**config.mk**
```make
export PLATFORM = sky130hd
export DESIGN_NAME = port_arbiter_flat
export DESIGN_NICKNAME = d
export VERILOG_FILES = /design/src/hdl/bus_pkg.sv /design/src/hdl/mem_req_if.sv /design/src/hdl/port_arbiter.sv /design/src/flat_wrapper.sv
export SDC_FILE = /design/constraint.sdc
export NUM_CORES = 1
export LEC_CHECK = 0
export BUFFER_PORTS_ARGS = -buffer_cell sky130_fd_sc_hd__buf_2
export CAP_MARGIN = 20
export CORE_UTILIZATION = 49
export CTS_CLUSTER_SIZE = 20
export DETAILED_ROUTE_END_ITERATION = 12
export PLACE_DENSITY = 0.87
export SYNTH_ARGS = -nofsm -noshare
export SYNTH_HDL_FRONTEND = slang
export SYNTH_SLANG_ARGS = --single-unit
```
**constraint.sdc**
```tcl
create_clock -name clk -period 6.9 [get_ports clk]
set_input_delay 1.38 -clock clk [delete_from_list [all_inputs] [get_ports clk]]
set_output_delay 1.38 -clock clk [all_outputs]
set_load 0.005 [all_outputs]
```
**src/hdl/bus_pkg.sv**
```systemverilog
/*
 * bus_pkg
 * widths, word and byte-enable types, port ids and arbiter states of the memory bus
 */
package bus_pkg;

   localparam int addr_w = 32;
   localparam int data_w = 32;
   localparam int ben_w  = 4;   // one enable per byte lane

   typedef logic [data_w-1:0] word_t;
   typedef logic [ben_w-1:0]  ben_t;

   // owner of the access in flight
   typedef enum logic {
      PORT_DATA,
      PORT_INST
   } port_e;

   // request arbitration states
   typedef enum logic [1:0] {
      IDLE,       // waiting for a port request
      ISSUE,      // access presented to the decoder
      WAIT_MEM,   // waiting for the decoder ack
      HOLD        // port ack high until the request drops
   } arb_state_e;

endpackage

```
**src/hdl/mem_req_if.sv**
```systemverilog
/*
 * mem_req_if
 * one granted word access from the arbiter to the decoder and its response
 */
interface mem_req_if;

   logic                        valid;   // one cycle per access
   logic [bus_pkg::addr_w-1:0]  addr;
   bus_pkg::word_t              wdata;
   bus_pkg::ben_t               ben;
   logic                        write;

   logic                        ack;     // one cycle, two edges after valid
   bus_pkg::word_t              rdata;

   modport arbiter (
      output valid, addr, wdata, ben, write,
      input  ack, rdata
   );

   modport decoder (
      input  valid, addr, wdata, ben, write,
      output ack, rdata
   );

endinterface

```
**src/hdl/port_arbiter.sv**
```systemverilog
/*
 * port_arbiter
 * grants data or instruction requests one at a time, data first, and runs each port's ack
 */
module port_arbiter (
   input  logic                       clk,
   input  logic                       rst,
   // cpu data port
   input  logic [bus_pkg::addr_w-1:0] data_addr_i,
   input  bus_pkg::word_t             data_wdata_i,
   input  logic                       data_ren_i,
   input  bus_pkg::ben_t              data_wen_i,
   output logic                       data_ack_o,
   output bus_pkg::word_t             data_rdata_o,
   // cpu instruction port
   input  logic [bus_pkg::addr_w-1:0] inst_addr_i,
   input  logic                       inst_ren_i,
   output logic                       inst_ack_o,
   output bus_pkg::word_t             inst_rdata_o,
   // granted access towards the decoder
   mem_req_if.arbiter                 mem
);

   bus_pkg::arb_state_e state_q;
   bus_pkg::port_e      owner_q;
   logic                data_active;
   logic                owner_req;

   assign data_active = data_ren_i || (|data_wen_i);
   assign owner_req   = (owner_q == bus_pkg::PORT_DATA) ? data_active : inst_ren_i;

   always_ff @(posedge clk or posedge rst) begin
      if (rst) begin
         state_q      <= bus_pkg::IDLE;
         owner_q      <= bus_pkg::PORT_DATA;
         mem.valid    <= 1'b0;
         data_ack_o   <= 1'b0;
         inst_ack_o   <= 1'b0;
         data_rdata_o <= '0;
         inst_rdata_o <= '0;
      end else begin
         case (state_q)
            bus_pkg::IDLE: begin
               if (data_active) begin   // data port has priority
                  owner_q   <= bus_pkg::PORT_DATA;
                  mem.valid <= 1'b1;
                  state_q   <= bus_pkg::ISSUE;
               end else if (inst_ren_i) begin
                  owner_q   <= bus_pkg::PORT_INST;
                  mem.valid <= 1'b1;
                  state_q   <= bus_pkg::ISSUE;
               end
            end
            bus_pkg::ISSUE: begin
               mem.valid <= 1'b0;
               state_q   <= bus_pkg::WAIT_MEM;
            end
            bus_pkg::WAIT_MEM: begin
               if (mem.ack) begin
                  state_q <= bus_pkg::HOLD;
                  if (owner_q == bus_pkg::PORT_DATA) begin
                     data_ack_o <= 1'b1;
                     if (!mem.write)
                        data_rdata_o <= mem.rdata;   // writes keep the last read
                  end else begin
                     inst_ack_o   <= 1'b1;
                     inst_rdata_o <= mem.rdata;
                  end
               end
            end
            bus_pkg::HOLD: begin
               // four-phase release, ack drops once the request is gone
               if (!owner_req) begin
                  data_ack_o <= 1'b0;
                  inst_ack_o <= 1'b0;
                  state_q    <= bus_pkg::IDLE;
               end
            end
            default: state_q <= bus_pkg::IDLE;
         endcase
      end
   end

   // request capture, held stable from ISSUE until the next grant
   always_ff @(posedge clk) begin
      if (state_q == bus_pkg::IDLE) begin
         if (data_active) begin
            mem.addr  <= data_addr_i;
            mem.wdata <= data_wdata_i;
            mem.write <= !data_ren_i;                  // read wins over write
            mem.ben   <= data_ren_i ? '1 : data_wen_i; // reads use all lanes
         end else begin
            mem.addr  <= inst_addr_i;
            mem.write <= 1'b0;
            mem.ben   <= '1;
         end
      end
   end

   // a requester holds its request until the ack rises
   a_req_held: assert property (@(posedge clk) disable iff (rst)
      (state_q == bus_pkg::ISSUE || state_q == bus_pkg::WAIT_MEM) |-> owner_req);

   // the decoder only answers the access in flight
   a_ack_in_wait: assert property (@(posedge clk) disable iff (rst)
      mem.ack |-> (state_q == bus_pkg::WAIT_MEM));

endmodule

```
**src/flat_wrapper.sv**
```systemverilog
// flat-port wrapper written by rule: the top's interface ports become plain ports
module port_arbiter_flat 
  (clk, rst, data_addr_i, data_wdata_i, data_ren_i, data_wen_i, data_ack_o, data_rdata_o, inst_addr_i, inst_ren_i, inst_ack_o, inst_rdata_o, mem_valid, mem_addr, mem_wdata, mem_ben, mem_write, mem_ack, mem_rdata);
  mem_req_if mem_i ();
  input  logic clk;
  input  logic rst;
  input  logic [bus_pkg::addr_w-1:0] data_addr_i;
  input  bus_pkg::word_t data_wdata_i;
  input  logic data_ren_i;
  input  bus_pkg::ben_t data_wen_i;
  output logic data_ack_o;
  output bus_pkg::word_t data_rdata_o;
  input  logic [bus_pkg::addr_w-1:0] inst_addr_i;
  input  logic inst_ren_i;
  output logic inst_ack_o;
  output bus_pkg::word_t inst_rdata_o;
  output wire logic [$bits(mem_i.valid)-1:0] mem_valid;
  output wire logic [$bits(mem_i.addr)-1:0] mem_addr;
  output wire logic [$bits(mem_i.wdata)-1:0] mem_wdata;
  output wire logic [$bits(mem_i.ben)-1:0] mem_ben;
  output wire logic [$bits(mem_i.write)-1:0] mem_write;
  input wire logic [$bits(mem_i.ack)-1:0] mem_ack;
  input wire logic [$bits(mem_i.rdata)-1:0] mem_rdata;
  assign mem_valid = mem_i.valid;
  assign mem_addr = mem_i.addr;
  assign mem_wdata = mem_i.wdata;
  assign mem_ben = mem_i.ben;
  assign mem_write = mem_i.write;
  assign mem_i.ack = mem_ack;
  assign mem_i.rdata = mem_rdata;
  port_arbiter u_core (.clk(clk), .rst(rst), .data_addr_i(data_addr_i), .data_wdata_i(data_wdata_i), .data_ren_i(data_ren_i), .data_wen_i(data_wen_i), .data_ack_o(data_ack_o), .data_rdata_o(data_rdata_o), .inst_addr_i(inst_addr_i), .inst_ren_i(inst_ren_i), .inst_ack_o(inst_ack_o), .inst_rdata_o(inst_rdata_o), .mem(mem_i));
endmodule
```
### After elaboration in Yosys (flattened, before gate mapping)

Index checks and enable logic that the tools add are counted.

| storage, ports and cells | value |
|---|---|
| bits in latches | 0 |
| bits in read-only memories | 0 |
| word-level logic and storage cells | 56 |
| bits in registers | 139 |
| memories kept | 0 |
| memory bits (writable) | 0 |
| output and inout bits | 136 |
| input port bits | 137 |

| operators by class | value |
|---|---|
| add/sub/neg operators | 0 |
| div/mod/pow operators | 0 |
| shifts and indexed selects | 0 |
| bitwise operators | 3 |
| muxes and demuxes | 18 |
| eq/ne operators | 8 |
| reduce and logical (&&, ||, !) cells | 16 |
| multipliers | 0 |
| $lt $le $gt $ge | 0 |

Operator list:

| operator | number |
|---|---|
| $mux 32 | 1 |
| $reduce_and 4->1 | 3 |
| $mux 1 | 9 |
| $mux 2 | 4 |
| $pmux 2 s4 | 1 |
| $ne 2x2->1 const B | 3 |
| $pmux 1 s2 | 3 |
| $reduce_and 2->1 | 3 |
| $reduce_and 3->1 | 2 |
| $reduce_bool 2->1 | 3 |
| $eq 2x2->1 const B | 2 |
| $reduce_or 4->1 | 1 |
| $ne 3x2->1 const B | 1 |
| $not 1->1 | 3 |
| $eq 2x1->1 const B | 1 |
| $logic_not 2->1 | 1 |
| $ne 2x1->1 const B | 1 |
| $reduce_or 2->1 | 1 |
| $logic_not 1->1 | 1 |
| $logic_or 1x1->1 | 1 |

### Longest topological paths before layout

| logic depth | value |
|---|---|
| word-level depth | 5 |
| depth in mapped cells | 6 |
| depth with buffers taken out | 6 |

### Worst setup path before layout

OpenSTA, ideal clock, no wires.

| path | value |
|---|---|
| kind | reg-to-reg |
| start | register u_core.state_q[0] |
| end | register u_core.mem.wdata[0], enable pin |
| path buffers | 0 |
| cell stages (with the launch flop) | 4 |
| library setup time | 0.426 ns |
| data required time | 6.474 ns |
| setup slack | 3.360 ns |
| data arrival time | 3.114 ns |
| clock period less this slack | 3.540 ns |
| cells stage by stage | dfrtp_1 > inv_1 > ha_1 > nor2b_1 |

| between the ends | value |
|---|---|
| cells in the longest elaborated chain, start to end | 2 |

Ends and longest elaborated chain:

| what | RTL line | text |
|---|---|---|
| start: declaration | port_arbiter.sv:24 | `bus_pkg::arb_state_e state_q;` |
| start signal: assignment | port_arbiter.sv:34 | `state_q <= bus_pkg::IDLE;` |
| start signal: assignment | port_arbiter.sv:47 | `state_q <= bus_pkg::ISSUE;` |
| start signal: assignment | port_arbiter.sv:51 | `state_q <= bus_pkg::ISSUE;` |
| $logic_not 2->1 | port_arbiter.sv:86 | `if (state_q == bus_pkg::IDLE) begin` |
| $reduce_and 2->1 (no line) | -- |  |
| end signal: assignment | port_arbiter.sv:89 | `mem.wdata <= data_wdata_i;` |
| end: declaration | mem_req_if.sv:17 | `output valid, addr, wdata, ben, write,` |

No other way between the ends.
A chain may end at the register's enable or synchronous reset.

### Worst setup path after layout

| path | value |
|---|---|
| start | input data_wen_i[1] |
| end | register u_core.mem.wdata[12], enable pin |

| between the ends | value |
|---|---|
| cells in the longest elaborated chain, start to end | 3 |

Ends and longest elaborated chain:

| what | RTL line | text |
|---|---|---|
| start: declaration | flat_wrapper.sv:10 | `input bus_pkg::ben_t data_wen_i;` |
| $reduce_or 4->1 | port_arbiter.sv:29 | `assign data_active = data_ren_i \|\| (\|data_wen_i);` |
| $logic_or 1x1->1 | port_arbiter.sv:29 |  |
| $reduce_and 2->1 (no line) | -- |  |

No other way between the ends.

==> metrics.md <==
| Metric | Value |
|---|---|
| Outcome | `completed` |
| Num rows | `38` |
| Critical-path top delay cell | `nor2_8` |
| Slowest Stage Delay on Critical Path | `610 ps` |
| Worst EP required | `7080 ps` |
| Switching pwr | `873 µW` |
| Vias per cell | `4.90` |
| Fillers | `745` |
| Setup ws final | `4010 ps` |
| Flop pwr share | `44.9%` |
| Post-CTS resize count | `0` |
| Cell Pwr Density | `411 nW/µm²` |
| DR vias | `3559` |
| CTS tree | `yes` |
| Worst setup EP type | `flip-flop` |
| Final period util | `41.9%` |
| Met1 wire length | `4420 µm` |
| Most frequent cell after synthesis | `dfrtp_1` |
| Total GRT Usage | `between 20% and 30%` |
| Main synth FF type | `dfrtp_1` |
| Final wirelength | `between 10000 and 15000 µm` |
| Final-stage net count | `713` |
| Minimum clock period | `just under 3000 ps` |
| Vias in the first global route | `3769` |
| Die footprint | `11500 µm²` |
| Ranking of synthesized cells by area | `edfxtp_1 (38%), dfrtp_1 (32%), mux2_2 (13%), mux2_4 (8.6%), buf_12 (1.1%)` |
| Clock power share | `between 20 and 30%` |
| Max-cap violation count | `0` |
| Clock transition at the registers of the reported paths | `roughly 60 ps` |
| Root Driver | `clkbuf_8` |
| Antenna Nets Post-Route | `0` |
| Internal Dissipation | `2.21 mW` |
| Reg area | `approximately 3800 µm²` |
| Leak Pwr | `3.49 nW` |
| Logic pwr share | `27.3%` |
| WL per Instance | `roughly 17 µm` |
| Synth unique cells | `29` |
| Final Skew | `5.84 ps` |
| Met3 WL | `roughly 950 µm` |
| Post-CTS Setup Bufs | `0` |
| I/O pin count | `273` |
| Dpl ws | `3490 ps` |
| Post-synth top cells | `dfrtp_1 (70), edfxtp_1 (69), mux2_2 (65)` |
| Cell count after synthesis | `287` |
| Clock latency on the worst-skew pair | `510 ps` |
| #FFs+latches synth | `139` |
| Register area share after synthesis | `70.4%` |
| Avg Inst Size Synth | `18.9 µm²` |
| Top routing layer in use | `met4` |
| Slew Limit Headroom | `a little over a third` |
| Pins Over Slew Limit | `0` |
| Post-synth top area cell | `edfxtp_1` |
| RSZ-0062 raised after global routing | `no` |
| Ordered cell list for the critical path | `buf_2, or4_4, nor2_8, nor2b_4` |
| Hold Path Class | `reg2reg` |
| Core area | `10800 µm²` |
| CTS buffer count | `17` |
| Crit Path Category | `in2reg` |
| Least-Margin Pin Slew | `977 ps` |
| Setup violations, final | `0` |
| GPL Wtd Cong | `0.794` |
| Hold Vio Cnt, Final | `0` |
| Met2 WL | `approximately 6600 µm` |
| Sw frac | `28.4%` |
| CTS Sinks | `139` |
| Largest net degree at the start of global routing | `71` |
| Drt drc | `0` |
| Die H | `107 µm` |
| Layout cells sized above 1 | `70.9%` |
| DR iter-0 viols | `176` |
| PortBufs | `272` |
| Hold WS | `501 ps` |
| Area share of the largest cell type after synthesis | `a little under two fifths` |
| Clock buffer depth | `2` |
| Dpl hpwl | `a little over 9000 µm` |
| Synth-to-layout area growth | `37.8%` |
| Area of the multi-input gates | `between 1500 and 2000 µm²` |
| Worst Path Max Fanout | `33` |
| Critical path launch point type | `primary input` |
| EDFF count, synth | `69` |
| Ys async rst share | `50.4%` |
| DRT Pass-1 Iters | `4` |
| Mapped Area | `between 5000 and 6000 µm²` |
| Die width | `107 µm` |
| Syn Nets | `428` |
| Post-CTS Hold Buffers | `0` |
| First-pass GRT wire length | `18800 µm` |
| YS warnings | `0` |
| Final Util | `slightly below 70%` |
| Antenna violations before repair | `1` |
| CTS H-tree depth | `4` |
| CP Data Arrival Time | `between 3000 and 4000 ps` |
| Setup TNS | `0 ps` |
| Gr ovfl total | `0` |
| Starting Density | `50.1%` |
| Max VDD drop | `approximately 190 µV` |
| Fmax | `0.346 GHz` |
[final cells by class]
class | count | area share (%)
repair buffers | 275 | 18.5
inverters | 4 | 0.200
diodes | 1 | 0.0334
clock inverters | 13 | 1.90
clock buffers | 19 | 5.63
multi-input cells | 135 | 20.4
flip-flops and latches | 139 | 51.1
well taps | 140 | 2.34
[registers in the layout (all words and copies together) (netlist names)]
signal               flops
u_core.inst_rdata_o     32
u_core.mem.valid         1
u_core.mem.write         1
u_core.mem.wdata        32
u_core.mem.ben           4
u_core.state_q           2
u_core.owner_q           1
u_core.mem.addr         32
u_core.inst_ack_o        1
u_core.data_ack_o        1
u_core.data_rdata_o     32
[cells by family (layout without fill, tap and decap cells)]
family,after synthesis,after routing,share of synthesized area (%)
buf+inv,13,311,1.86
compound gates,9,9,1.20
mux,98,98,22.4
fa+ha+maj,4,4,0.921
other cells,0,1,0
simple gates,24,24,3.22
flops,139,139,70.4
[worst paths after layout]
path	cells past startpoint	from	end	slack (ps)
hold reg to reg	1	u_core.data_rdata_o[9]$_DFFE_PP0P_	u_core.data_rdata_o[9]$_DFFE_PP0P_	500
setup / recovery	4	data_wen_i[1]	u_core.mem.wdata[12]$_DFFE_PP_	4010
hold / removal	1	u_core.data_rdata_o[9]$_DFFE_PP0P_	u_core.data_rdata_o[9]$_DFFE_PP0P_	500
max in group asynchronous	3	rst	u_core.inst_rdata_o[27]$_DFFE_PP0P_	5210
setup reg to reg	3	u_core.state_q[1]$_DFFE_PP0P_	u_core.mem.wdata[12]$_DFFE_PP_	4240
min in group asynchronous	3	rst	u_core.data_rdata_o[16]$_DFFE_PP0P_	1120
[placed cells by master, fill, tap and decap left out]
cell type	count
nand3_1	2
clkbuf_1	2
nor2_1	6
inv_6	3
inv_2	1
a21oi_2	1
nor4_4	1
ha_2	1
nor3_4	2
a21oi_1	2
ha_1	3
clkinvlp_4	5
nor2b_4	1
mux2_4	31
clkinv_4	1
bufinv_16	2
a221o_2	1
o2bb2ai_1	1
diode_2	1
nor2b_1	2
o22ai_1	2
buf_2	272
or3_2	4
a31oi_1	1
or4_4	1
buf_4	3
mux2_1	1
nand2_1	4
inv_1	3
nor2_8	1
mux2i_1	1
clkbuf_8	1
a211oi_1	1
clkinv_2	2
edfxtp_1	69
dfrtp_1	70
clkbuf_16	16
mux2_2	65
[power groups by stage]
stage / Clock [mW] / Combinational, mW / Sequential (mW)
floorplan: 0 / 0.360 / 1.42
global placement: 0 / 0.818 / 1.37
detailed placement: 0 / 0.850 / 1.39
CTS: 0.877 / 0.852 / 1.38
global route: 0.915 / 0.920 / 1.42
finish: 0.858 / 0.839 / 1.38
[layer usage]
metal,track usage (%),vias up
met3,7.63,30
met2,38.6,179
met1,23.3,1703
met4,12.8,0
li1,-,1647
met5,0,-
[metrics by stage]
| step | power, mW | cell area, µm² | instances |
|---|---|---|---|
| final | 3.08 | 7490 | 726 |
| after global routing | 3.25 | 7490 | 726 |
| after CTS | 3.11 | 7490 | 725 |
| after detailed placement | 2.24 | 6920 | 693 |
| after global placement | 2.19 | 6920 | 693 |
| after floorplan | 1.78 | 5430 | 287 |
[worst max-delay path: cells and delay by family]
kind / cells / cell delay, ps
buffers and inverters: 1 / 130
AND/OR/NAND/NOR: 3 / 1530
No activity file was read; power rests on OpenSTA's default activity.
