$ cat config.mk
export PLATFORM = sky130hd
export DESIGN_NAME = region_decoder_flat
export DESIGN_NICKNAME = d
export VERILOG_FILES = /design/src/hdl/bus_pkg.sv /design/src/hdl/mem_map_pkg.sv /design/src/hdl/mem_req_if.sv /design/src/hdl/region_decoder.sv /design/src/flat_wrapper.sv
export SDC_FILE = /design/constraint.sdc
export NUM_CORES = 1
export LEC_CHECK = 0
export BUFFER_PORTS_ARGS = -buffer_cell sky130_fd_sc_hd__buf_2
export CAP_MARGIN = 40
export CELL_PAD_IN_SITES_DETAIL_PLACEMENT = 0
export CELL_PAD_IN_SITES_GLOBAL_PLACEMENT = 2
export CORE_MARGIN = 5
export CORE_UTILIZATION = 18
export CTS_BUF_LIST = sky130_fd_sc_hd__clkbuf_16
export DETAILED_ROUTE_END_ITERATION = 6
export PLACE_DENSITY_LB_ADDON = 0.1
export SLEW_MARGIN = 15
export SYNTH_ARGS = -nofsm -noshare
export SYNTH_HDL_FRONTEND = slang
export SYNTH_SLANG_ARGS = --single-unit
$ cat constraint.sdc
create_clock -name clk -period 3.2 [get_ports clk]
set_input_delay 0 -clock clk [delete_from_list [all_inputs] [get_ports clk]]
set_output_delay 0 -clock clk [all_outputs]
set_load 0.01 [all_outputs]
$ cat src/hdl/bus_pkg.sv
/*
 * bus_pkg
 * widths, word and byte-enable types, port ids and arbiter states of the memory bus
 */
package bus_pkg;

   localparam int addr_w = 32;
   localparam int data_w = 32;
   localparam int ben_w  = 4;   // one enable per byte lane

   typedef logic [data_w-1:0] word_t;
   typedef logic [ben_w-1:0]  ben_t;

   // owner of the access in flight
   typedef enum logic {
      PORT_DATA,
      PORT_INST
   } port_e;

   // request arbitration states
   typedef enum logic [1:0] {
      IDLE,       // waiting for a port request
      ISSUE,      // access presented to the decoder
      WAIT_MEM,   // waiting for the decoder ack
      HOLD        // port ack high until the request drops
   } arb_state_e;

endpackage

$ cat src/hdl/mem_map_pkg.sv
/*
 * mem_map_pkg
 * physical address map of the console: region bases, sizes and the segment mask
 */
package mem_map_pkg;

   // kuseg, kseg0 and kseg1 all mirror the same physical space
   localparam logic [bus_pkg::addr_w-1:0] seg_mask = 32'h1FFF_FFFF;

   localparam logic [bus_pkg::addr_w-1:0] main_base = 32'h0000_0000;
   localparam int unsigned main_words = 1024;   // 4 KiB

   localparam logic [bus_pkg::addr_w-1:0] scratch_base = 32'h1F80_0000;
   localparam int unsigned scratch_words = 256;   // 1 KiB

   localparam logic [bus_pkg::addr_w-1:0] rom_base = 32'h1FC0_0000;
   localparam int unsigned rom_words = 16;

   // decoded target of one access
   typedef enum logic [1:0] {
      REG_MAIN,
      REG_SCRATCH,
      REG_ROM,
      REG_NONE   // unmapped, reads give zero
   } region_e;

endpackage

$ cat src/hdl/mem_req_if.sv
/*
 * mem_req_if
 * one granted word access from the arbiter to the decoder and its response
 */
interface mem_req_if;

   logic                        valid;   // one cycle per access
   logic [bus_pkg::addr_w-1:0]  addr;
   bus_pkg::word_t              wdata;
   bus_pkg::ben_t               ben;
   logic                        write;

   logic                        ack;     // one cycle, two edges after valid
   bus_pkg::word_t              rdata;

   modport arbiter (
      output valid, addr, wdata, ben, write,
      input  ack, rdata
   );

   modport decoder (
      input  valid, addr, wdata, ben, write,
      output ack, rdata
   );

endinterface

$ cat src/hdl/region_decoder.sv
/*
 * region_decoder
 * maps a granted access onto main RAM, scratchpad or boot ROM and returns its ack
 */
module region_decoder (
   input  logic                                           clk,
   input  logic                                           rst,
   mem_req_if.decoder                                     mem,
   // main RAM
   output logic                                           main_en_o,
   output logic                                           main_we_o,
   output logic [$clog2(mem_map_pkg::main_words)-1:0]     main_idx_o,
   output bus_pkg::ben_t                                  main_ben_o,
   output bus_pkg::word_t                                 main_wdata_o,
   input  bus_pkg::word_t                                 main_rdata_i,
   // scratchpad
   output logic                                           scr_en_o,
   output logic                                           scr_we_o,
   output logic [$clog2(mem_map_pkg::scratch_words)-1:0]  scr_idx_o,
   output bus_pkg::ben_t                                  scr_ben_o,
   output bus_pkg::word_t                                 scr_wdata_o,
   input  bus_pkg::word_t                                 scr_rdata_i,
   // boot ROM
   output logic                                           rom_en_o,
   output logic [$clog2(mem_map_pkg::rom_words)-1:0]      rom_idx_o,
   input  bus_pkg::word_t                                 rom_rdata_i
);

   logic [bus_pkg::addr_w-1:0] phys;
   mem_map_pkg::region_e       region;
   mem_map_pkg::region_e       region_q;
   logic                       pend_q;   // memory read in progress
   bus_pkg::word_t             rd_sel;

   assign phys = mem.addr & mem_map_pkg::seg_mask;

   // offset compare, wraps high when below a base
   always_comb begin
      if (phys - mem_map_pkg::main_base < 4 * mem_map_pkg::main_words)
         region = mem_map_pkg::REG_MAIN;
      else if (phys - mem_map_pkg::scratch_base < 4 * mem_map_pkg::scratch_words)
         region = mem_map_pkg::REG_SCRATCH;
      else if (phys - mem_map_pkg::rom_base < 4 * mem_map_pkg::rom_words)
         region = mem_map_pkg::REG_ROM;
      else
         region = mem_map_pkg::REG_NONE;
   end

   // bases are aligned, so the low address bits are the word index
   assign main_en_o    = mem.valid && (region == mem_map_pkg::REG_MAIN);
   assign main_we_o    = mem.write;
   assign main_idx_o   = phys[2 +: $clog2(mem_map_pkg::main_words)];
   assign main_ben_o   = mem.ben;
   assign main_wdata_o = mem.wdata;

   assign scr_en_o     = mem.valid && (region == mem_map_pkg::REG_SCRATCH);
   assign scr_we_o     = mem.write;
   assign scr_idx_o    = phys[2 +: $clog2(mem_map_pkg::scratch_words)];
   assign scr_ben_o    = mem.ben;
   assign scr_wdata_o  = mem.wdata;

   assign rom_en_o     = mem.valid && !mem.write && (region == mem_map_pkg::REG_ROM);
   assign rom_idx_o    = phys[2 +: $clog2(mem_map_pkg::rom_words)];

   always_comb begin
      case (region_q)
         mem_map_pkg::REG_MAIN:    rd_sel = main_rdata_i;
         mem_map_pkg::REG_SCRATCH: rd_sel = scr_rdata_i;
         mem_map_pkg::REG_ROM:     rd_sel = rom_rdata_i;
         default:                  rd_sel = '0;
      endcase
   end

   always_ff @(posedge clk or posedge rst) begin
      if (rst) begin
         pend_q   <= 1'b0;
         region_q <= mem_map_pkg::REG_NONE;
         mem.ack  <= 1'b0;
      end else begin
         pend_q  <= mem.valid;
         mem.ack <= pend_q;
         if (mem.valid)
            region_q <= region;
      end
   end

   always_ff @(posedge clk) begin
      if (pend_q)
         mem.rdata <= rd_sel;   // zero for unmapped
   end

   // no new access while one is still in flight
   a_one_in_flight: assert property (@(posedge clk) disable iff (rst)
      mem.valid |-> (!pend_q && !mem.ack));

endmodule

$ cat src/flat_wrapper.sv
// flat-port wrapper written by rule: the top's interface ports become plain ports
module region_decoder_flat 
  (clk, rst, main_en_o, main_we_o, main_idx_o, main_ben_o, main_wdata_o, main_rdata_i, scr_en_o, scr_we_o, scr_idx_o, scr_ben_o, scr_wdata_o, scr_rdata_i, rom_en_o, rom_idx_o, rom_rdata_i, mem_valid, mem_addr, mem_wdata, mem_ben, mem_write, mem_ack, mem_rdata);
  mem_req_if mem_i ();
  input  logic clk;
  input  logic rst;
  output logic main_en_o;
  output logic main_we_o;
  output logic [$clog2(mem_map_pkg::main_words)-1:0] main_idx_o;
  output bus_pkg::ben_t main_ben_o;
  output bus_pkg::word_t main_wdata_o;
  input  bus_pkg::word_t main_rdata_i;
  output logic scr_en_o;
  output logic scr_we_o;
  output logic [$clog2(mem_map_pkg::scratch_words)-1:0] scr_idx_o;
  output bus_pkg::ben_t scr_ben_o;
  output bus_pkg::word_t scr_wdata_o;
  input  bus_pkg::word_t scr_rdata_i;
  output logic rom_en_o;
  output logic [$clog2(mem_map_pkg::rom_words)-1:0] rom_idx_o;
  input  bus_pkg::word_t rom_rdata_i;
  input wire logic [$bits(mem_i.valid)-1:0] mem_valid;
  input wire logic [$bits(mem_i.addr)-1:0] mem_addr;
  input wire logic [$bits(mem_i.wdata)-1:0] mem_wdata;
  input wire logic [$bits(mem_i.ben)-1:0] mem_ben;
  input wire logic [$bits(mem_i.write)-1:0] mem_write;
  output wire logic [$bits(mem_i.ack)-1:0] mem_ack;
  output wire logic [$bits(mem_i.rdata)-1:0] mem_rdata;
  assign mem_i.valid = mem_valid;
  assign mem_i.addr = mem_addr;
  assign mem_i.wdata = mem_wdata;
  assign mem_i.ben = mem_ben;
  assign mem_i.write = mem_write;
  assign mem_ack = mem_i.ack;
  assign mem_rdata = mem_i.rdata;
  region_decoder u_core (.clk(clk), .rst(rst), .mem(mem_i), .main_en_o(main_en_o), .main_we_o(main_we_o), .main_idx_o(main_idx_o), .main_ben_o(main_ben_o), .main_wdata_o(main_wdata_o), .main_rdata_i(main_rdata_i), .scr_en_o(scr_en_o), .scr_we_o(scr_we_o), .scr_idx_o(scr_idx_o), .scr_ben_o(scr_ben_o), .scr_wdata_o(scr_wdata_o), .scr_rdata_i(scr_rdata_i), .rom_en_o(rom_en_o), .rom_idx_o(rom_idx_o), .rom_rdata_i(rom_rdata_i));
endmodule
# Word level (Yosys, flattened, before mapping)
# Index checks and enable logic that the tools add are counted.
[totals] reg_bits=36 output_inout_bits=132
[classes] add_sub_neg=2 order_cmp=3 muxes=4 n_reduce_logical=7 n_eq_ne=4
[ops] operator="$pmux W32 S3" n=1
[ops] operator="$sub A29 B29 Y30 const B" n=2
[ops] operator="$lt A32 B11 Y1 const B" n=1
[ops] operator="$lt A32 B7 Y1 const B" n=1
[ops] operator="$lt A29 B13 Y1 const B" n=1
[ops] operator="$eq A2 B1 Y1 const B" n=2
[ops] operator="$eq A2 B2 Y1 const B" n=2
[ops] operator="$logic_and A1 B1 Y1" n=4
[ops] operator="$logic_not A2 Y1" n=2
[ops] operator="$mux W2" n=2
[ops] operator="$logic_not A1 Y1" n=1
[ops] operator="$mux W1" n=1

# Logic depth before layout (Yosys ltp)
# Gate-level depths: netlist (run 1).
[logic_depth] ltp_word=7 ltp_mapped=6 mapped_depth_nobuf=5

# Least setup slack after synthesis (run 1)
# OpenSTA, ideal clock, no wires.
[synth_timing] kind="flip-flop to flip-flop" start="register u_core.region_q[0]" end="register u_core.mem.rdata[0], data pin" stages_incl_launch_ff=5 required_time_ns=2.933 synth_period_minus_slack_ns=1.443 setup_ns=0.267 path_buffers=2 arrival_ns=1.176 slack_ns=1.757 path_cell_list="dfstp_2 -> buf_2 -> buf_2 -> mux2i_1 -> o21ai_0"
[synth_between] elab_chain_cells=2
[synth_rtl] item="start, declared" line="region_decoder.sv:31" rtl="mem_map_pkg::region_e region_q;"
[synth_rtl] item="start signal, assigned" line="region_decoder.sv:77" rtl="region_q <= mem_map_pkg::REG_NONE;"
[synth_rtl] item="start signal, assigned" line="region_decoder.sv:83" rtl="region_q <= region;"
[synth_rtl] item="$eq A2 B2 Y1, or another cell as far along" line="region_decoder.sv:66" rtl="case (region_q)"
[synth_rtl] item="$pmux W32 S3 *" line="region_decoder.sv:66"
[synth_rtl] item="via u_core.rd_sel[0]" line="region_decoder.sv:33" rtl="bus_pkg::word_t rd_sel;"
[synth_rtl] item="end signal, assigned" line="region_decoder.sv:89" rtl="mem.rdata <= rd_sel;"
[synth_rtl] item="end, declared" line="mem_req_if.sv:23" rtl="output ack, rdata"
# Mark *: on every way through the listed nets, which the timed path passes. The rest lies on a longest branch.
# A chain may end at the register's enable or synchronous reset.

# Worst setup path after layout (run 1)
[layout_timing] start="register u_core.region_q[0]" end="register u_core.mem.rdata[30], data pin"
# The elaborated chain is that of the path after synthesis.

==> flow_summary_export.csv, run 1 <==
group,metric,value,unit
synth,synth_enable_flop_cells,32,
power,switching_share,22.24,%
place,dpl_cell_area,3010,um^2
detailed_routing,wirelength,9.264,mm
place,io_buffers,170,
setup_path,arrival,1.82,ns
setup_path,critical_path_class,"flip-flop to flip-flop",
finish,n_antenna_cell,0,
power,vdd_drop_max,0.1427,mV
synth,synthFlopType,"edfxtp_1",
floorplan,fp.dieW,131.4,um
synth,syn_nets,438,
clocking,post-cts-setup-buffers,0,
setup_path,crit_family,"flip-flops",
timing,slew_viol_final,0,
timing,clock.fmax,0.5539,GHz
clocking,clock_sinks,36,
finish,multi_input_area,810.8,um^2
synth,yosysSeqAreaShare,40.11,%
timing,final_hold_viol_count,0,
synth,avgSynthCellArea,9.893,um^2
timing,finalSetupViolCount,0,
timing,worstMarginPinSlew,0.6025,ns
flow_run,max-cap-violations,0,
power,p_comb_share,14.8,%
floorplan,core_area,14480,um^2
finish,area_growth,27.37,%
setup_path,slowest_delay,0.53,ns
place,gp_congestion,0.6603,
finish,nets,535,
timing,slew_headroom,59.84,%
setup_path,worstSetupStartpointType,"flip-flop",
detailed_routing,drt_iter0_markers,71,
timing,clock_skew,0.002308,ns
setup_path,worstPathRequired,3.21,ns
power,p_clk_share,39.6,%
finish,regArea,1065,um^2
finish,final_util,23.32,%
min_path,holdCritPathClass,"input port to output pin",
detailed_routing,via_count,2088,
finish,stdcell_area,3377,um^2
floorplan,row_count,44,
synth,ys_async_sr_fraction,11.11,%
timing,period_needed,1.805,ns
global_route,grt_max_degree,34,
clocking,numCtsBuffers,5,
setup_path,path_buf_inv,1,
synth,synth_cell_types,26,
power,p_sw,0.2592,mW
clocking,cts.clk_slew.worst_paths,0.05,ns
clocking,root_buffer,"clkbuf_16",
global_route,grt_pass1_wl,14.16,mm
detailed_routing,via_per_inst,3.796,
clocking,clock_path_buffers,2,
setup_path,cp-end-kind,"flip-flop",
global_route,grtUsageTotal,10.48,%
global_route,antenna_found_initial,0,
detailed_routing,detail_route.first_pass.iterations,4,
power,total_power,1.166,mW
detailed_routing,drc,0,
synth,synth_cells,268,
power,p_leak,1.725,nW
timing,grt_setup_unrepaired,"no",
detailed_routing,avgRoutedWirePerCell,16.84,um
min_path,hp-start,"mem_ben[0]",
synth,synth_area,2651,um^2
clocking,clkLatencyLatePin,0.28,ns
finish,fillers,1624,
synth,yosysWarnings,0,
power,p_int,0.9064,mW
floorplan,die_area,17260,um^2
synth,synth_seq_cells,36,
clocking,cts_tree,"done",
setup_path,crit_slowest_cell,"dfstp_2",
setup_path,cp_max_fo,33,
outcome,outcome,"finished, final reports clean",
clocking,ctsHoldBuffers,23,
floorplan,fp.dieH,131.4,um
timing,fin_setup_tns,0,ns
setup_path,path_cells,"buf_4, mux2i_1, o21ai_0",
global_route,grt_pass1_vias,2286,
timing,whs,0.000005201,ns
detailed_routing,ant_nets,0,
timing,post-route-period-util,56.42,%
finish,drive_gt1_share,51.37,%
power,p_per_area,345.2,nW/um^2
clocking,cts_resized,0,
setup_path,critPathLaunch,"u_core.region_q[0]",
floorplan,top_level_ports,300,
setup_path,rr_startpoint,"u_core.region_q[0]",
floorplan,start_util,18.31,%
clocking,htreeDepth,2,
place,dp_hpwl,7.306,mm
power,power_frac_seq,45.6,%
global_route,grt-ovfl-total,0,
-- final timing paths --
path / cells after the start / endpoint / slack (ns)
setup / recovery: 3 / u_core.mem.rdata[30] / 1.39
hold reg to reg: 0 / u_core.mem.rdata[13] / 0.70
setup reg to reg: 3 / u_core.mem.rdata[30] / 1.39
hold / removal: 0 / scr_ben_o[0] / 0.000005
max in group asynchronous: 3 / u_core.region_q[1] / 2.81
min in group asynchronous: 3 / u_core.mem.ack / 0.16
-- placed cells by master (no fill, tap or decap), types with 3 or more instances in the layout --
cell type	synthesis	routed
buf_2	5	170
clkbuf_16	0	5
nand2_1	33	33
mux2i_1	32	32
inv_1	3	5
nor3_1	4	4
buf_4	96	3
dlygate4sd3_1	0	23
o21ai_0	32	32
edfxtp_1	32	32
nor2_1	3	3
-- synthesized netlist by cell type, types with 2 or more instances --
library cell | n | area (um^2)
buf_4 | 96 | 720.7
dfstp_2 | 2 | 52.55
nor3_1 | 4 | 20.02
nor2b_1 | 2 | 12.51
buf_2 | 5 | 25.02
dfrtp_1 | 2 | 50.05
mux2i_1 | 32 | 320.3
clkbuf_1 | 6 | 22.52
nand2_1 | 33 | 123.9
o21ai_0 | 32 | 160.2
nor2_1 | 3 | 11.26
nor4b_2 | 2 | 30.03
inv_1 | 3 | 11.26
ha_1 | 2 | 25.02
edfxtp_1 | 32 | 960.9
nor4_1 | 2 | 12.51
-- layout make-up --
cell class              count  share of cell area (%)
repair buffers            197                   33.27
flip-flops and latches     36                   31.53
multi-input cells         122                   24.01
well taps                 184                   6.817
clock buffers               5                   3.705
clock inverters             3                  0.3335
inverters                   3                  0.3335
-- through the flow --
step	std cells	setup slack, ns
2_1_floorplan	268	1.757
3_3_place_gp	518	1.438
3_5_place_dp	519	1.399
4_1_cts	550	1.365
5_1_grt	550	1.218
6_report	550	1.395
-- flip-flops by register name, indices dropped and copies added (netlist names) --
| signal | flops |
|---|---|
| u_core.mem.ack | 1 |
| u_core.mem.rdata | 32 |
| u_core.pend_q | 1 |
| u_core.region_q | 2 |
-- power groups by stage --
| stage | Sequential [mW] | Clock [mW] | Combinational, mW |
|---|---|---|---|
| after floorplan | 0.553 | 0 | 0.143 |
| after global placement | 0.548 | 0 | 0.143 |
| after detailed placement | 0.541 | 0 | 0.153 |
| after CTS | 0.532 | 0.494 | 0.177 |
| after global routing | 0.533 | 0.518 | 0.192 |
| final | 0.531 | 0.461 | 0.173 |
-- layer usage --
| metal | track usage, % | part of all wire, % | up-vias |
|---|---|---|---|
| met5 | 0 | 0 | - |
| met4 | 3.714 | 2.7 | 0 |
| met3 | 5.046 | 12 | 22 |
| met2 | 17.07 | 46 | 145 |
| met1 | 12.01 | 39 | 901 |
| li1 | - | - | 1020 |
-- worst reg2reg max path, cell delays in order, from the launching register on --
cell and delay (ns):
dfstp_2 0.53, buf_4 0.45, mux2i_1 0.44, o21ai_0 0.12
-- cell families after synthesis --
logic type               after synthesis  share of synthesized area (%)
flip-flops                            36                          40.11
adder cells (fa/ha/maj)                2                         0.9437
AND/OR/NAND/NOR                       53                          10.67
multiplexers                          32                          12.08
AO/OA/AOI/OAI                         35                          6.796
buffers and inverters                110                          29.40
No activity file was read; power rests on OpenSTA's default activity.
==> run 2: changes to the inputs <==
--- a/config.mk
+++ b/config.mk
@@ -5,12 +5,13 @@
 export SDC_FILE = /design/constraint.sdc
 export NUM_CORES = 1
 export LEC_CHECK = 0
+export ABC_AREA = 1
 export BUFFER_PORTS_ARGS = -buffer_cell sky130_fd_sc_hd__buf_2
 export CAP_MARGIN = 40
 export CELL_PAD_IN_SITES_DETAIL_PLACEMENT = 0
 export CELL_PAD_IN_SITES_GLOBAL_PLACEMENT = 2
 export CORE_MARGIN = 5
-export CORE_UTILIZATION = 18
+export CORE_UTILIZATION = 15
 export CTS_BUF_LIST = sky130_fd_sc_hd__clkbuf_16
 export DETAILED_ROUTE_END_ITERATION = 6
 export PLACE_DENSITY_LB_ADDON = 0.1
==> constraint.sdc (replaced) <==
create_clock -name clk -period 1.5 [get_ports clk]
set_input_delay 0 -clock clk [delete_from_list [all_inputs] [get_ports clk]]
set_output_delay 0 -clock clk [all_outputs]
set_load 0.01 [all_outputs]
==> run 2 against run 1 <==
  * Worst setup slack got worse by 1.3 ns
  * Routed wire length grew 26%
  * Fmax increased by 30%
  * Clock skew hardly changed
  * Synthesized cell count is 32% higher
  * Non-clock buffer count grew 10
  * Sequential share of layout area is 3.1 points lower
  * Highest routed layer is now met5
  * Cell area up 11%
==> flow_summary_export.csv, run 2 <==
group,metric,value,unit
finish,reg_top3,"u_core.mem.rdata: 32 flops, u_core.region_q: 2 flops",
synth,ys_async_sr_fraction,11.11,%
setup_path,worstSetupStartpointType,"flip-flop",
timing,final_hold_viol_count,0,
floorplan,top_level_ports,300,
setup_path,worstPathRequired,1.53,ns
finish,final_util,19.99,%
setup_path,arrival,1.42,ns
timing,setup_ws,0.1099,ns
finish,layout.cells.non_filler,689,
timing,slew_viol_final,0,
clocking,clock_sinks,36,
timing,fin_setup_tns,0,ns
synth,avgSynthCellArea,8.081,um^2
floorplan,die_area,21880,um^2
setup_path,cp_max_fo,33,
detailed_routing,detail_route.first_pass.iterations,4,
floorplan,row_count,50,
timing,whs,0.000004894,ns
global_route,grt_max_degree,34,
clocking,clock_path_buffers,2,
flow_run,max-cap-violations,0,
timing,finalSetupViolCount,0,
floorplan,fp.dieW,147.9,um
global_route,grt_pass1_vias,2948,
clocking,numCtsBuffers,5,
synth,synth_enable_flop_cells,32,
detailed_routing,ant_nets,0,
floorplan,start_util,15.25,%
power,total_power,2.936,mW
global_route,antenna_found_initial,4,
clocking,cts.clk_slew.worst_paths,0.06,ns
detailed_routing,via_count,2695,
synth,yosysTopAreaCell,"edfxtp_1",
power,vdd_drop_max,0.3192,mV
clocking,root_buffer,"clkbuf_16",
synth,synth_cells,353,
timing,post-route-period-util,92.67,%
timing,slew_headroom,49.63,%
global_route,grt_pass1_wl,17.00,mm
finish,mostFrequentLayoutCell,"buf_2",
outcome,outcome,"finished, final reports clean",
setup_path,cp-end-kind,"flip-flop",
finish,area_growth,31.10,%
min_path,holdCritPathClass,"input port to output pin",
setup_path,critical_path_class,"flip-flop to flip-flop",
detailed_routing,wirelength,11.66,mm
synth,synth_seq_cells,36,
place,dp_hpwl,8.793,mm
synth,synth_area_leaders,"edfxtp_1 (34%), buf_4 (25%), nand3_1 (18%), nand2_1 (6.2%), nor2_1 (2.2%)",
synth,synthFlopType,"edfxtp_1",
timing,clock_skew,0.002256,ns
place,io_buffers,170,
finish,nets,624,
place,post-place-cells,654,
clocking,cts_resized,0,
floorplan,fp.dieH,147.9,um
clocking,post-cts-setup-buffers,0,
place,gp_congestion,0.6539,
synth,synth_cell_types,27,
clocking,ctsHoldBuffers,27,
synth,synth_most_common_cell,"nand3_1",
finish,n_antenna_cell,0,
power,p_per_area,785.1,nW/um^2
timing,period_needed,1.390,ns
finish,largest_register_ffs,32,
synth,yosysWarnings,0,
global_route,grt-ovfl-total,0,
timing,worstMarginPinSlew,0.7545,ns
clocking,clkLatencyLatePin,0.28,ns
setup_path,rr_worst_depth,3,
detailed_routing,drt_iter0_markers,99,
finish,final_cell_mix,"buf_2 (170), nand3_1 (100), nand2_1 (47)",
finish,largest-register,"u_core.mem.rdata",
detailed_routing,via_per_inst,3.911,
place,pre_cts_ws,0.1093,ns
finish,drive_gt1_share,43.96,%
power,p_leak,1.823,nW
place,dpl_cell_area,3333,um^2
synth,yosysSeqAreaShare,37.28,%
timing,grt_setup_unrepaired,"no",
floorplan,core_area,18710,um^2
global_route,grtUsageTotal,10.12,%
finish,stdcell_area,3740,um^2
detailed_routing,drc,0,
synth,yosysTopAreaCellShare,33.68,%
timing,clock.fmax,0.7194,GHz
synth,synth_common_cells,"nand3_1 (100), buf_4 (96), nand2_1 (47)",
detailed_routing,avgRoutedWirePerCell,16.93,um
clocking,htreeDepth,2,
synth,syn_nets,523,
synth,synth_area,2853,um^2
clocking,cts_tree,"done",
min_path,hold_depth,0,
## run 2: changes by cell type after synthesis, moves of 11 or more
cell,previous run,this run
inv_1,3,14
nand2_1,33,47
o21ai_0,32,0
nand3_1,1,100
nor2_1,3,17
mux2i_1,32,0
## run 2: layer usage
metal	vias to the layer above	wire, um	GRT usage, %
met4	6	382	4.249
met5	-	45	0
met1	1230	4811	11.82
met3	36	1158	4.261
li1	1288	-	-
met2	135	5267	16.38
## run 2: area by class of cell
class / count / area, um^2
Clock inverter: 3 / 11.26
Multi-Input combinational cell: 187 / 937.1
Sequential cell: 36 / 1064
Inverter: 17 / 63.81
Timing Repair Buffer: 207 / 1246
Tap cell: 234 / 292.8
Clock buffer: 5 / 125.1
Fill cell: 2130 / 14970
## run 2: cell families after synthesis
logic type,synth area share (%)
buf+inv,29.96
compound gates,1.272
simple gates,30.31
xor+xnor,0.3071
flops,37.28
fa+ha+maj,0.8771
## run 2: path summary, 6_finish.rpt
kind / slack (ns) / startpoint / endpoint
max: 0.11 / u_core.region_q[1] / u_core.mem.rdata[3]
min: 0.000005 / mem_wdata[9] / main_wdata_o[9]
max reg2reg: 0.11 / u_core.region_q[1] / u_core.mem.rdata[3]
min reg2reg: 0.54 / u_core.pend_q / u_core.mem.ack
max in group asynchronous: 1.12 / rst / u_core.region_q[0]
min in group asynchronous: 0.15 / rst / u_core.mem.ack
## run 2: critical path, stage by stage, from the launching register on
cell	delay [ns]
dfstp_2	0.56
inv_2	0.30
nand3_1	0.17
nand3_1	0.09
## run 2: power by group
part           total (mW)  switching, mW  leakage, nW  internal (mW)
Clock                1.01          0.412       0.0738          0.598
Combinational       0.706          0.381         1.38          0.324
Sequential           1.22         0.0237        0.369           1.20
Total                2.94          0.817         1.82           2.12
==> run 3: changes to the inputs <==
--- a/config.mk
+++ b/config.mk
@@ -14,7 +14,7 @@
 export CORE_UTILIZATION = 15
 export CTS_BUF_LIST = sky130_fd_sc_hd__clkbuf_16
 export DETAILED_ROUTE_END_ITERATION = 6
-export PLACE_DENSITY_LB_ADDON = 0.1
+export PLACE_DENSITY = 0.88
 export SLEW_MARGIN = 15
 export SYNTH_ARGS = -nofsm -noshare
 export SYNTH_HDL_FRONTEND = slang
==> run 3 against run 2 <==
  * Cell count shrank 1.2%
  * Via count shrank 3.1%
  * Non-clock buffer count shrank 9
  * Routed wire length shrank 13%
  * Core utilization shrank 0.31 points
  * Clock skew grew 0.0036 ns
  * Worst setup slack gained 0.10 ns
  * Sequential share of layout area grew 0.44 points
  * Highest routed layer unchanged
==> flow_summary_export.csv, run 3 (synthesized netlist as in run 2, its figures left out) <==
group,metric,value,unit
clocking,cts_tree,"done",
clocking,clock_sinks,36,
setup_path,rr_startpoint,"u_core.region_q[0]",
power,p_per_area,838.6,nW/um^2
floorplan,die_area,21880,um^2
clocking,cts_resized,0,
setup_path,cp_max_fo,32,
setup_path,worstPathRequired,1.53,ns
clocking,clkLatencyLatePin,0.29,ns
clocking,numCtsBuffers,5,
global_route,grt_use_met2,15.10,%
floorplan,core_area,18710,um^2
setup_path,critPathLaunch,"u_core.region_q[0]",
timing,fin_setup_tns,0,ns
setup_path,slowest_delay,0.61,ns
min_path,holdCritPathClass,"input port to output pin",
setup_path,arrival,1.32,ns
timing,worstMarginPinSlew,0.2657,ns
timing,period_needed,1.289,ns
finish,area_growth,29.08,%
detailed_routing,drc,0,
min_path,hp-start,"mem_wdata[7]",
place,io_buffers,170,
clocking,clock_path_buffers,2,
finish,mostFrequentLayoutCell,"buf_2",
finish,reg_top3,"u_core.mem.rdata: 32 flops, u_core.region_q: 2 flops",
timing,post-route-period-util,85.97,%
power,p_leak,1.796,nW
global_route,grt_pass1_vias,2643,
setup_path,r2r_slack,0.21,ns
global_route,grtUsageMet1,10.09,%
detailed_routing,drt_iter0_markers,115,
power,vdd_drop_max,0.3210,mV
global_route,grt_max_degree,34,
floorplan,start_util,15.25,%
timing,clock.fmax,0.7755,GHz
min_path,hold_depth,0,
global_route,grt_pass1_wl,15.05,mm
setup_path,worstReg2RegEnd,"u_core.mem.rdata[0]",
global_route,grtUsageTotal,8.786,%
detailed_routing,via_per_inst,3.834,
timing,setup_ws,0.2105,ns
clocking,post-cts-setup-buffers,0,
place,dp_hpwl,7.563,mm
global_route,met3_usage,3.066,%
finish,layout.cells.non_filler,681,
place,pre_cts_ws,0.1805,ns
setup_path,crit_slowest_cell,"dfstp_2",
timing,slew_viol_final,0,
global_route,top_usage_layer,"met2",
power,total_power,3.088,mW
outcome,outcome,"finished, final reports clean",
detailed_routing,wirelength,10.20,mm
timing,grt_setup_unrepaired,"no",
finish,final_cell_mix,"buf_2 (170), nand3_1 (100), nand2_1 (47)",
place,post-place-cells,653,
timing,final_hold_viol_count,0,
detailed_routing,via_count,2611,
detailed_routing,ant_nets,0,
setup_path,path_cells,"nor2_2, buf_12, nand2_1, nand3_1",
timing,finalSetupViolCount,0,
finish,stdcell_area,3682,um^2
clocking,cts.clk_slew.worst_paths,0.06,ns
setup_path,cp-end-kind,"flip-flop",
setup_path,worstSetupStartpointType,"flip-flop",
floorplan,row_count,50,
detailed_routing,detail_route.first_pass.iterations,4,
floorplan,top_level_ports,300,
min_path,worstHoldEndpoint,"main_wdata_o[7]",
setup_path,critical_path_class,"flip-flop to flip-flop",
global_route,grt-ovfl-total,0,
timing,whs,0.000005697,ns
finish,drive_gt1_share,45.07,%
flow_run,max-cap-violations,0,
timing,clock_skew,0.005906,ns
place,dpl_cell_area,3326,um^2
floorplan,fp.dieW,147.9,um
finish,largest-register,"u_core.mem.rdata",
global_route,antenna_found_initial,2,
finish,final_util,19.69,%
detailed_routing,avgRoutedWirePerCell,14.98,um
floorplan,fp.dieH,147.9,um
clocking,htreeDepth,2,
clocking,root_buffer,"clkbuf_16",
place,gp_congestion,0.7839,
finish,nets,615,
finish,largest_register_ffs,32,
setup_path,rr_worst_depth,4,
timing,slew_headroom,82.15,%
-- run 3: changes by cell type in the layout (fill, tap and decap cells not counted), sizes merged --
cell,previous run,this run
inv,19,18
buf,180,179
bufinv,0,1
diode,0,1
dlygate4sd3,27,19
-- run 3: area by class of cell --
| class | count | area [um^2] |
|---|---|---|
| Fill cell | 2080 | 15020 |
| Clock inverter | 3 | 38.79 |
| Antenna cell | 1 | 2.502 |
| Sequential cell | 36 | 1064 |
| Timing Repair Buffer | 198 | 1159 |
| Clock buffer | 5 | 125.1 |
| Inverter | 17 | 63.81 |
| Multi-Input combinational cell | 187 | 937.1 |
| Tap cell | 234 | 292.8 |
-- run 3: worst max path at each step --
stage                     endpoint  slack (ns)  cells after the start
3_5_place_dp   u_core.mem.rdata[0]        0.18                      4
4_1_cts        u_core.mem.rdata[0]        0.17                      4
3_3_place_gp   u_core.mem.rdata[0]        0.20                      4
2_1_floorplan  u_core.mem.rdata[0]        0.16                      0
5_1_grt                   rom_en_o        0.05                     12
6_report       u_core.mem.rdata[0]        0.21                      4
-- run 3: routing by layer --
layer,part of all wire [%],vias to the layer above
met5,0.33,-
met4,1.5,4
met3,9.9,18
met2,49,152
met1,40,1164
li1,-,1273
-- run 3: what timing repair did --
| item | 4_1_cts | 5_1_grt |
|---|---|---|
| setup endpoints to repair | 0 | 0 |
| hold endpoints to repair | 24 | 0 |
| hold buffers | 19 | 0 |
-- run 3: critical path, delay by kind of cell, from the launching register on --
family | cells | cell delay (ns)
AND/OR/NAND/NOR | 3 | 0.24
buffers and inverters | 1 | 0.17
flip-flops | 1 | 0.61
-- run 3: power by group --
part / internal (mW) / total, mW / switching [mW]
clock: 0.775 / 1.20 / 0.420
sequential: 1.20 / 1.22 / 0.0249
combinational: 0.311 / 0.671 / 0.359
